<file path="config.mk">
export PLATFORM = sky130hd
export DESIGN_NAME = lc3Cpu
export DESIGN_NICKNAME = d
export VERILOG_FILES = /design/src/logic/ctrlPkg.sv /design/src/logic/isaPkg.sv /design/src/logic/controlUnit.sv /design/src/logic/dataPath.sv /design/src/logic/executeUnit.sv /design/src/logic/lc3Cpu.sv /design/src/logic/regFile.sv
export VERILOG_INCLUDE_DIRS = /design/src /design/src/logic
export SDC_FILE = /design/constraint.sdc
export NUM_CORES = 1
export LEC_CHECK = 0
export ABC_AREA = 1
export BUFFER_PORTS_ARGS = -buffer_cell sky130_fd_sc_hd__buf_2
export CAP_MARGIN = 20
export CORE_ASPECT_RATIO = 0.8
export CORE_MARGIN = 5
export CORE_UTILIZATION = 35
export DETAILED_ROUTE_END_ITERATION = 6
export PLACE_DENSITY = 0.62
export SETUP_SLACK_MARGIN = 0.2
export SLEW_MARGIN = 20
export SYNTH_ARGS = -nofsm -noshare
export SYNTH_HDL_FRONTEND = slang
export SYNTH_SLANG_ARGS = --single-unit
</file>
<file path="constraint.sdc">
create_clock -name Clk -period 4.7 [get_ports Clk]
set_input_delay 0.235 -clock Clk [delete_from_list [all_inputs] [get_ports Clk]]
set_output_delay 0.235 -clock Clk [all_outputs]
set_load 0.02 [all_outputs]
</file>
<file path="src/logic/lc3Defs.svh">
`ifndef LC3_DEFS_SVH
`define LC3_DEFS_SVH

// Data and address width
`define WORD_WIDTH 16

`define REG_COUNT 8    // R0 to R7

// Where the first fetch after Run lands
`define RESET_PC 16'h3000

`endif

</file>
<file path="src/logic/ctrlPkg.sv">
package ctrlPkg;

	// Sequencer states
	typedef enum logic [3:0]
	{
		Idle, Fetch1, Fetch2, Fetch3,
		Decode, Exec, BranchTake, JumpTake,
		LdAddr, LdRead, LdWrite, StAddr,
		StData, StWrite, Paused, Resume
	} ctrlStateE;

	typedef enum logic [1:0]
	{
		busPc   = 2'b00,
		busMdr  = 2'b01,
		busAlu  = 2'b10,
		busAddr = 2'b11    // Address adder result
	} busSrcE;

	// Next PC source
	typedef enum logic [1:0]
	{
		pcInc  = 2'b00,
		pcAddr = 2'b01,
		pcBus  = 2'b10
	} pcSrcE;

endpackage

</file>
<file path="src/logic/isaPkg.sv">
package isaPkg;

	// IR[15:12], standard LC-3 codes
	typedef enum logic [3:0]
	{
		opBr    = 4'b0000,
		opAdd   = 4'b0001,
		opLd    = 4'b0010,
		opSt    = 4'b0011,
		opAnd   = 4'b0101,
		opNot   = 4'b1001,
		opJmp   = 4'b1100,
		opPause = 4'b1111    // Sits on the TRAP code
	} opcodeE;

	typedef enum logic [1:0]
	{
		aluAdd   = 2'b00,
		aluAnd   = 2'b01,
		aluNot   = 2'b10,
		aluPassA = 2'b11     // SR1 straight through
	} aluFuncE;

endpackage

</file>
<file path="src/logic/controlUnit.sv">
`timescale 1ns/1ps

module controlUnit
(
	input  logic            Clk,
	input  logic            rstN,
	input  logic            run,
	input  logic            cont,
	input  isaPkg::opcodeE  opcode,
	input  logic            ben,
	output logic            ldMar,
	output logic            ldMdr,
	output logic            ldIr,
	output logic            ldBen,
	output logic            ldCc,
	output logic            ldReg,
	output logic            ldPc,
	output logic            memOe,
	output logic            memWe,
	output logic            paused,
	output logic            addr1UsePc,
	output logic            mdrFromMem,
	output ctrlPkg::busSrcE busSrc,
	output ctrlPkg::pcSrcE  pcSrc,
	output isaPkg::aluFuncE aluFunc
);
	import isaPkg::*;
	import ctrlPkg::*;

	ctrlStateE state, nextState;

	always_ff @(posedge Clk or negedge rstN)
	begin
		if (!rstN)
			state <= Idle;
		else
			state <= nextState;
	end

	always_comb
	begin
		nextState = state;
		case (state)
			Idle:
			begin
				if (run)
					nextState = Fetch1;
			end
			Fetch1:     nextState = Fetch2;
			Fetch2:     nextState = Fetch3;
			Fetch3:     nextState = Decode;
			Decode:
			begin
				case (opcode)
					opAdd, opAnd, opNot: nextState = Exec;
					opBr:    nextState = BranchTake;
					opJmp:   nextState = JumpTake;
					opLd:    nextState = LdAddr;
					opSt:    nextState = StAddr;
					opPause: nextState = Paused;
					default: nextState = Fetch1;    // Unknown opcode is skipped
				endcase
			end
			LdAddr:     nextState = LdRead;
			LdRead:     nextState = LdWrite;
			StAddr:     nextState = StData;
			StData:     nextState = StWrite;
			Paused:
			begin
				if (cont)
					nextState = Resume;
			end
			default:    nextState = Fetch1;    // Last state of every instruction
		endcase
	end

	// Strobes per state, everything low unless named
	always_comb
	begin
		ldMar = 1'b0;
		ldMdr = 1'b0;
		ldIr = 1'b0;
		ldBen = 1'b0;
		ldCc = 1'b0;
		ldReg = 1'b0;
		ldPc = 1'b0;
		memOe = 1'b0;
		memWe = 1'b0;
		addr1UsePc = 1'b0;
		mdrFromMem = 1'b0;
		busSrc = busPc;
		pcSrc = pcInc;
		case (state)
			Fetch1:
			begin
				ldMar = 1'b1;    // MAR <- PC
				ldPc = 1'b1;     // PC <- PC + 1
			end
			Fetch2, LdRead:
			begin
				memOe = 1'b1;
				ldMdr = 1'b1;
				mdrFromMem = 1'b1;
			end
			Fetch3:
			begin
				busSrc = busMdr;
				ldIr = 1'b1;
			end
			Decode:     ldBen = 1'b1;
			Exec:
			begin
				busSrc = busAlu;
				ldReg = 1'b1;
				ldCc = 1'b1;
			end
			BranchTake:
			begin
				addr1UsePc = 1'b1;
				pcSrc = pcAddr;
				ldPc = ben;
			end
			// Base register reaches the bus through the ALU pass path
			JumpTake:
			begin
				busSrc = busAlu;
				pcSrc = pcBus;
				ldPc = 1'b1;
			end
			LdAddr, StAddr:
			begin
				addr1UsePc = 1'b1;
				busSrc = busAddr;
				ldMar = 1'b1;
			end
			LdWrite:
			begin
				busSrc = busMdr;
				ldReg = 1'b1;
				ldCc = 1'b1;
			end
			StData:
			begin
				busSrc = busAlu;
				ldMdr = 1'b1;
			end
			StWrite:    memWe = 1'b1;
			default:    ;
		endcase
	end

	assign paused = (state == Paused);

	// JMP and ST fall to the pass path
	always_comb
	begin
		case (opcode)
			opAdd:   aluFunc = aluAdd;
			opAnd:   aluFunc = aluAnd;
			opNot:   aluFunc = aluNot;
			default: aluFunc = aluPassA;
		endcase
	end

	// The SRAM is either read or written in a cycle
	assert property (@(posedge Clk) disable iff (!rstN) !(memOe && memWe));

	assert property (@(posedge Clk) disable iff (!rstN)
		(state == Idle || state == Paused) |-> !ldPc);

endmodule

</file>
<file path="src/logic/dataPath.sv">
`timescale 1ns/1ps
`include "lc3Defs.svh"

module dataPath
(
	input  logic                   Clk,
	input  logic                   rstN,
	input  logic                   ldMar,
	input  logic                   ldMdr,
	input  logic                   ldIr,
	input  logic                   ldBen,
	input  logic                   ldCc,
	input  logic                   ldReg,
	input  logic                   ldPc,
	input  logic                   addr1UsePc,
	input  logic                   mdrFromMem,
	input  ctrlPkg::busSrcE        busSrc,
	input  ctrlPkg::pcSrcE         pcSrc,
	input  isaPkg::aluFuncE        aluFunc,
	input  logic [`WORD_WIDTH-1:0] memRdData,
	output isaPkg::opcodeE         opcode,
	output logic                   ben,
	output logic [`WORD_WIDTH-1:0] pc,
	output logic [`WORD_WIDTH-1:0] ir,
	output logic [`WORD_WIDTH-1:0] mar,
	output logic [`WORD_WIDTH-1:0] mdr
);
	import isaPkg::*;
	import ctrlPkg::*;

	logic [`WORD_WIDTH-1:0] bus, pcNext, aluOut, addrOut, sr1Data, sr2Data;
	logic [2:0] sr1Sel;

	assign opcode = opcodeE'(ir[15:12]);

	// Internal bus, one source per cycle
	always_comb
	begin
		case (busSrc)
			busPc:   bus = pc;
			busMdr:  bus = mdr;
			busAlu:  bus = aluOut;
			default: bus = addrOut;
		endcase
	end

	always_comb
	begin
		case (pcSrc)
			pcAddr:  pcNext = addrOut;    // Taken branch
			pcBus:   pcNext = bus;        // JMP
			default: pcNext = pc + 1'b1;
		endcase
	end

	always_ff @(posedge Clk or negedge rstN)
	begin
		if (!rstN)
		begin
			pc <= `RESET_PC;
			ir <= '0;
			mar <= '0;
			mdr <= '0;
		end
		else
		begin
			if (ldPc)
				pc <= pcNext;
			if (ldIr)
				ir <= bus;
			if (ldMar)
				mar <= bus;
			if (ldMdr)
				mdr <= mdrFromMem ? memRdData : bus;
		end
	end

	// ST reads its source from the DR field
	assign sr1Sel = (opcode == opSt) ? ir[11:9] : ir[8:6];

	regFile regFile0
	(
		.Clk, .rstN, .ldReg,
		.dr(ir[11:9]), .sr1(sr1Sel), .sr2(ir[2:0]),
		.wrData(bus), .sr1Data, .sr2Data
	);

	executeUnit execUnit0
	(
		.Clk, .rstN, .ldCc, .ldBen, .addr1UsePc, .aluFunc,
		.ir, .sr1Data, .sr2Data, .pc, .bus,
		.aluOut, .addrOut, .ben
	);

endmodule

</file>
<file path="src/logic/executeUnit.sv">
`timescale 1ns/1ps
`include "lc3Defs.svh"

module executeUnit
(
	input  logic                   Clk,
	input  logic                   rstN,
	input  logic                   ldCc,
	input  logic                   ldBen,
	input  logic                   addr1UsePc,
	input  isaPkg::aluFuncE        aluFunc,
	input  logic [`WORD_WIDTH-1:0] ir,
	input  logic [`WORD_WIDTH-1:0] sr1Data,
	input  logic [`WORD_WIDTH-1:0] sr2Data,
	input  logic [`WORD_WIDTH-1:0] pc,
	input  logic [`WORD_WIDTH-1:0] bus,
	output logic [`WORD_WIDTH-1:0] aluOut,
	output logic [`WORD_WIDTH-1:0] addrOut,
	output logic                   ben
);
	import isaPkg::*;

	logic [`WORD_WIDTH-1:0] imm5, off9, aluB, addr1, addr2;
	logic [2:0] nzp;
	logic ccValid;    // Set by the first CC load

	assign imm5 = {{(`WORD_WIDTH-5){ir[4]}}, ir[4:0]};
	assign off9 = {{(`WORD_WIDTH-9){ir[8]}}, ir[8:0]};
	assign aluB = ir[5] ? imm5 : sr2Data;    // Immediate form when IR[5] is set

	always_comb
	begin
		case (aluFunc)
			aluAdd:  aluOut = sr1Data + aluB;
			aluAnd:  aluOut = sr1Data & aluB;
			aluNot:  aluOut = ~sr1Data;
			default: aluOut = sr1Data;
		endcase
	end

	// JMP adds nothing to its base register
	assign addr1 = addr1UsePc ? pc : sr1Data;
	assign addr2 = (opcodeE'(ir[15:12]) == opJmp) ? '0 : off9;
	assign addrOut = addr1 + addr2;

	always_ff @(posedge Clk or negedge rstN)
	begin
		if (!rstN)
		begin
			nzp <= 3'b000;
			ccValid <= 1'b0;
		end
		else if (ldCc)
		begin
			nzp <= {bus[`WORD_WIDTH-1], bus == '0, !bus[`WORD_WIDTH-1] && bus != '0};
			ccValid <= 1'b1;
		end
	end

	always_ff @(posedge Clk or negedge rstN)
	begin
		if (!rstN)
			ben <= 1'b0;
		else if (ldBen)
			ben <= |(ir[11:9] & nzp);    // BR condition bits against NZP
	end

	assert property (@(posedge Clk) disable iff (!rstN) ccValid |-> $onehot(nzp));

endmodule

</file>
<file path="src/logic/lc3Cpu.sv">
`timescale 1ns/1ps
`include "lc3Defs.svh"

module lc3Cpu
(
	input  logic                   Clk,
	input  logic                   rstN,
	input  logic                   run,
	input  logic                   cont,
	input  logic [`WORD_WIDTH-1:0] memRdData,
	output logic [`WORD_WIDTH-1:0] memAddr,
	output logic [`WORD_WIDTH-1:0] memWrData,
	output logic                   memOe,
	output logic                   memWe,
	output logic [`WORD_WIDTH-1:0] pc,
	output logic [`WORD_WIDTH-1:0] ir,
	output logic                   paused
);
	import isaPkg::*;
	import ctrlPkg::*;

	logic ldMar, ldMdr, ldIr, ldBen, ldCc, ldReg, ldPc;
	logic addr1UsePc, mdrFromMem, ben;
	busSrcE busSrc;
	pcSrcE pcSrc;
	aluFuncE aluFunc;
	opcodeE opcode;

	controlUnit ctrl0
	(
		.Clk, .rstN, .run, .cont, .opcode, .ben,
		.ldMar, .ldMdr, .ldIr, .ldBen, .ldCc, .ldReg, .ldPc,
		.memOe, .memWe, .paused, .addr1UsePc, .mdrFromMem,
		.busSrc, .pcSrc, .aluFunc
	);

	// SRAM address and write data come straight from MAR and MDR
	dataPath dataPath0
	(
		.Clk, .rstN,
		.ldMar, .ldMdr, .ldIr, .ldBen, .ldCc, .ldReg, .ldPc,
		.addr1UsePc, .mdrFromMem, .busSrc, .pcSrc, .aluFunc, .memRdData,
		.opcode, .ben, .pc, .ir, .mar(memAddr), .mdr(memWrData)
	);

endmodule

</file>
<file path="src/logic/regFile.sv">
`timescale 1ns/1ps
`include "lc3Defs.svh"

module regFile
(
	input  logic                   Clk,
	input  logic                   rstN,
	input  logic                   ldReg,
	input  logic [2:0]             dr,
	input  logic [2:0]             sr1,
	input  logic [2:0]             sr2,
	input  logic [`WORD_WIDTH-1:0] wrData,
	output logic [`WORD_WIDTH-1:0] sr1Data,
	output logic [`WORD_WIDTH-1:0] sr2Data
);

	logic [`WORD_WIDTH-1:0] regs [`REG_COUNT];

	always_ff @(posedge Clk or negedge rstN)
	begin
		if (!rstN)
		begin
			for (int i = 0; i < `REG_COUNT; i++)
				regs[i] <= '0;
		end
		else if (ldReg)
		begin
			regs[dr] <= wrData;    // Write takes the bus value
		end
	end

	// Reads are combinational
	assign sr1Data = regs[sr1];
	assign sr2Data = regs[sr2];

endmodule

</file>
==> results.py <==
metrics = {
    "synthesis": {
        "synth-async-reset-ratio_pct": 100.0,
        "synth.area.top_cells": "dfrtp_1 (36%), nand2_1 (16%), o21ai_0 (9.5%)",
        "synth_ff_type": "dfrtp_1",
        "synthesis.nets": 2004,
        "netlist_area_mm2": 0.01364,
        "ys_warn_count": 0,
        "syn_inst": 1947,
        "ys_seq_area_share_pct": 36.71,
        "synth-edff-count": 0,
        "synth_cell_types": 57,
        "synth_top_area_share_pct": 36.33,
        "synth.avg_cell_area_um2": 7.005,
        "ys_ff_latch": 200,
        "synth_top_cell_by_area": "dfrtp_1",
    },
    "power_and_ir_drop": {
        "p_comb_share_pct": 68.2,
        "switching_power_w": 0.007500,
        "p_per_area_mw_per_mm2": 854.5,
        "p_leak_nw": 7.509,
        "report.power.total_w": 0.01365,
        "vdd_drop_max_v": 0.0003559,
        "p_sw_share_pct": 54.95,
        "cell_internal_pwr_w": 0.006149,
        "seq_power_share_pct": 19.9,
        "clkPwrFrac_pct": 11.9,
    },
    "global_routing": {
        "grt_pass1_wl_um": 76840,
        "gr-total-overflow": 0,
        "grt_max_degree": 108,
        "grt_util_all_layers_pct": 22.44,
        "antenna_found_initial": 5,
        "grt_pass1_vias": 13340,
    },
    "floorplanning": {
        "die_y_um": 186.6,
        "start_util_pct": 35.56,
        "pin_count": 87,
        "die_area_mm2": 0.04304,
        "rows": 64,
        "coreArea_mm2": 0.03836,
        "die_width_um": 230.7,
    },
    "sta": {
        "finClkSkew_ns": 0.01190,
        "fmax_ghz": 0.2316,
        "post-route-period-util_pct": 91.86,
        "tns_ns": 0,
        "rsz0062_at_grt": "true",
        "hold_viol_final": 0,
        "maxSlewHeadroom_pct": 39.34,
        "setup_viol": 0,
        "slew_viol_final": 0,
        "fin_crit_ns": 4.317,
        "tightest_slew_ns": 0.9099,
    },
    "route": {
        "via_per_inst": 5.554,
        "wl_per_cell_um": 19.67,
        "drcViolationCount": 0,
        "wl_um": 50030,
        "first_iter_violations": 1423,
        "drt-pass1-iter-count": 6,
        "vias": 14120,
        "ant_nets": 0,
    },
    "finish": {
        "final_nets": 2091,
        "seqCellArea_mm2": 0.005010,
        "final_util_pct": 41.65,
        "drive_above_1_share_pct": 14.75,
        "syn2layout_area_growth_pct": 17.12,
        "multi_input_area_mm2": 0.007517,
        "nFillCells": 3913,
    },
    "critical_path": {
        "rr_endpoint": "dataPath0.execUnit0.nzp[0]",
        "reg2reg_from": "dataPath0.ir[14]",
        "crit_fanout": 8,
        "crit_path_end_kind": "flip-flop",
        "slowest_stage": "fa_1",
        "path_class": "reg2reg",
        "slowest_delay_ns": 0.46,
        "cp.required_ns": 5.04,
        "reg2regPathDepth": 27,
        "setup.worst_path.end": "dataPath0.execUnit0.nzp[0]",
        "crit_start": "dataPath0.ir[14]",
        "start_kind": "flip-flop",
        "crit_arrival_ns": 4.66,
        "cpMostUsedCell": "nand2_1",
        "r2r_slack_ns": 0.38,
    },
    "cts": {
        "cts_tree": "yes",
        "cts_buffer_depth": 2,
        "clock_latency_ns": 0.45,
        "root_buffer": "clkbuf_16",
        "clk_pin_slew_ns": 0.09,
        "htreeDepth": 4,
        "cts_inserted_buffers": 17,
        "cts.sinks": 200,
    },
    "placed_design": {
        "dp_hpwl_um": 34610,
        "routabilityCongestion": 0.9552,
        "io_buffers": 86,
    },
    "flow_run": {
        "cap_violations": 0,
    },
    "min_path": {
        "worstHoldPathType": "in2reg",
    },
    "outcome": {
        "run_status": "finished clean",
    },
}
[layout by cell type, fill, tap and decap left out, types with 22 or more instances in the layout]
cell / n
ha_1: 32
o211ai_1: 44
inv_1: 194
buf_4: 70
nand2_1: 578
a21oi_1: 63
buf_2: 85
o221ai_1: 22
nand3_1: 158
o21ai_0: 251
dfrtp_1: 196
nor2_1: 77
[cell type report]
cell class | count | share of cell area [%]
Antenna cell | 1 | 0.01567
Clock buffer | 17 | 2.663
Clock inverter | 15 | 1.371
Inverter | 206 | 4.856
Multi-Input combinational cell | 1427 | 47.06
Sequential cell | 200 | 31.36
Tap cell | 495 | 3.877
Timing Repair Buffer | 182 | 8.796
[state kept, by name, indices dropped and copies added, names as in the netlist]
| signal | count |
|---|---|
| dataPath0.regFile0.regs | 128 |
| dataPath0.ir | 16 |
| dataPath0.mar | 16 |
| dataPath0.mdr | 16 |
| dataPath0.pc | 16 |
| ctrl0.state | 4 |
| dataPath0.execUnit0.nzp | 3 |
| dataPath0.execUnit0.ben | 1 |
[power groups by stage]
stage               Sequential (W)  Combinational [W]  Clock, W
detailed placement         0.00273            0.00849         0
global route               0.00278             0.0102   0.00171
global placement           0.00272            0.00839         0
finish                     0.00272            0.00931   0.00162
floorplan                  0.00286            0.00557         0
CTS                        0.00270            0.00858   0.00164
[through the flow]
step	hold WS, ns	std cells	setup WS, ns	area [µm²]
3_3_place_gp	0.4214	2482	0.3065	14750
2_1_floorplan	-0.06059	1947	0.2730	13640
5_1_grt	0.01269	2542	0.1194	15970
6_report	0.01467	2543	0.3827	15970
3_5_place_dp	0.4299	2482	0.2198	14750
4_1_cts	0.006239	2523	0.2017	15510
[cells in the mapped netlist (3+ instances only)]
cell type	number
a211oi_1	3
a21oi_1	67
a221oi_1	20
a31oi_1	7
a32o_1	11
buf_1	3
buf_2	11
buf_4	5
buf_6	7
clkbuf_1	84
dfrtp_1	198
ha_1	35
inv_1	197
inv_2	8
nand2_1	586
nand2_2	10
nand2_4	4
nand3_1	163
nand3_2	10
nand3b_1	6
nand4_1	7
nor2_1	83
nor3_1	11
o211ai_1	44
o21ai_0	259
o21ai_1	6
o21ai_2	5
o21ai_4	3
o21bai_1	3
o221ai_1	23
o22ai_1	12
or2_2	6
xnor2_1	3
xor2_1	16
[worst min path at each step]
stage,end,cells after the start,from,slack [ns]
final,dataPath0.mdr[6],3,memRdData[6],0.01
after global routing,dataPath0.mdr[11],3,memRdData[11],0.01
after detailed placement,ctrl0.state[1],1,rstN,0.43
after global placement,ctrl0.state[1],1,rstN,0.42
after floorplan,ctrl0.state[0],0,rstN,-0.06
after CTS,dataPath0.mdr[4],3,memRdData[4],0.006
[what timing repair did]
action,in CTS,in global routing
hold buffers,8,0
cloned,1,4
pin swaps,0,26
endpoints found under the hold margin,111,0
resized for setup,1,61
setup buffers,0,14
setup endpoints to repair,1,85
[critical path, delay by kind of cell (launching register included)]
kind | cells | cell delay (ns)
adders and majority gates | 2 | 0.68
and+or+nand+nor | 14 | 1.49
AOI/OAI and AO/OA | 8 | 1.24
buffers and inverters | 2 | 0.15
DFF | 1 | 0.45
xor gates and xnor gates | 1 | 0.20
[logic make-up after synthesis]
family / Yosys count / share of synthesized area, %
compound gates: 477 / 20.95
xor+xnor: 19 / 1.220
fa+ha+maj: 37 / 3.504
buf+inv: 320 / 9.650
flops: 200 / 36.71
simple gates: 894 / 27.96
[metal layers]
| metal | track usage, % | part of all wire [%] |
|---|---|---|
| met5 | 0 | 0 |
| met4 | 7.404 | 3.0 |
| met3 | 4.954 | 9.5 |
| met2 | 33.83 | 43 |
| met1 | 32.06 | 45 |
No activity file was read; power rests on OpenSTA's default activity.
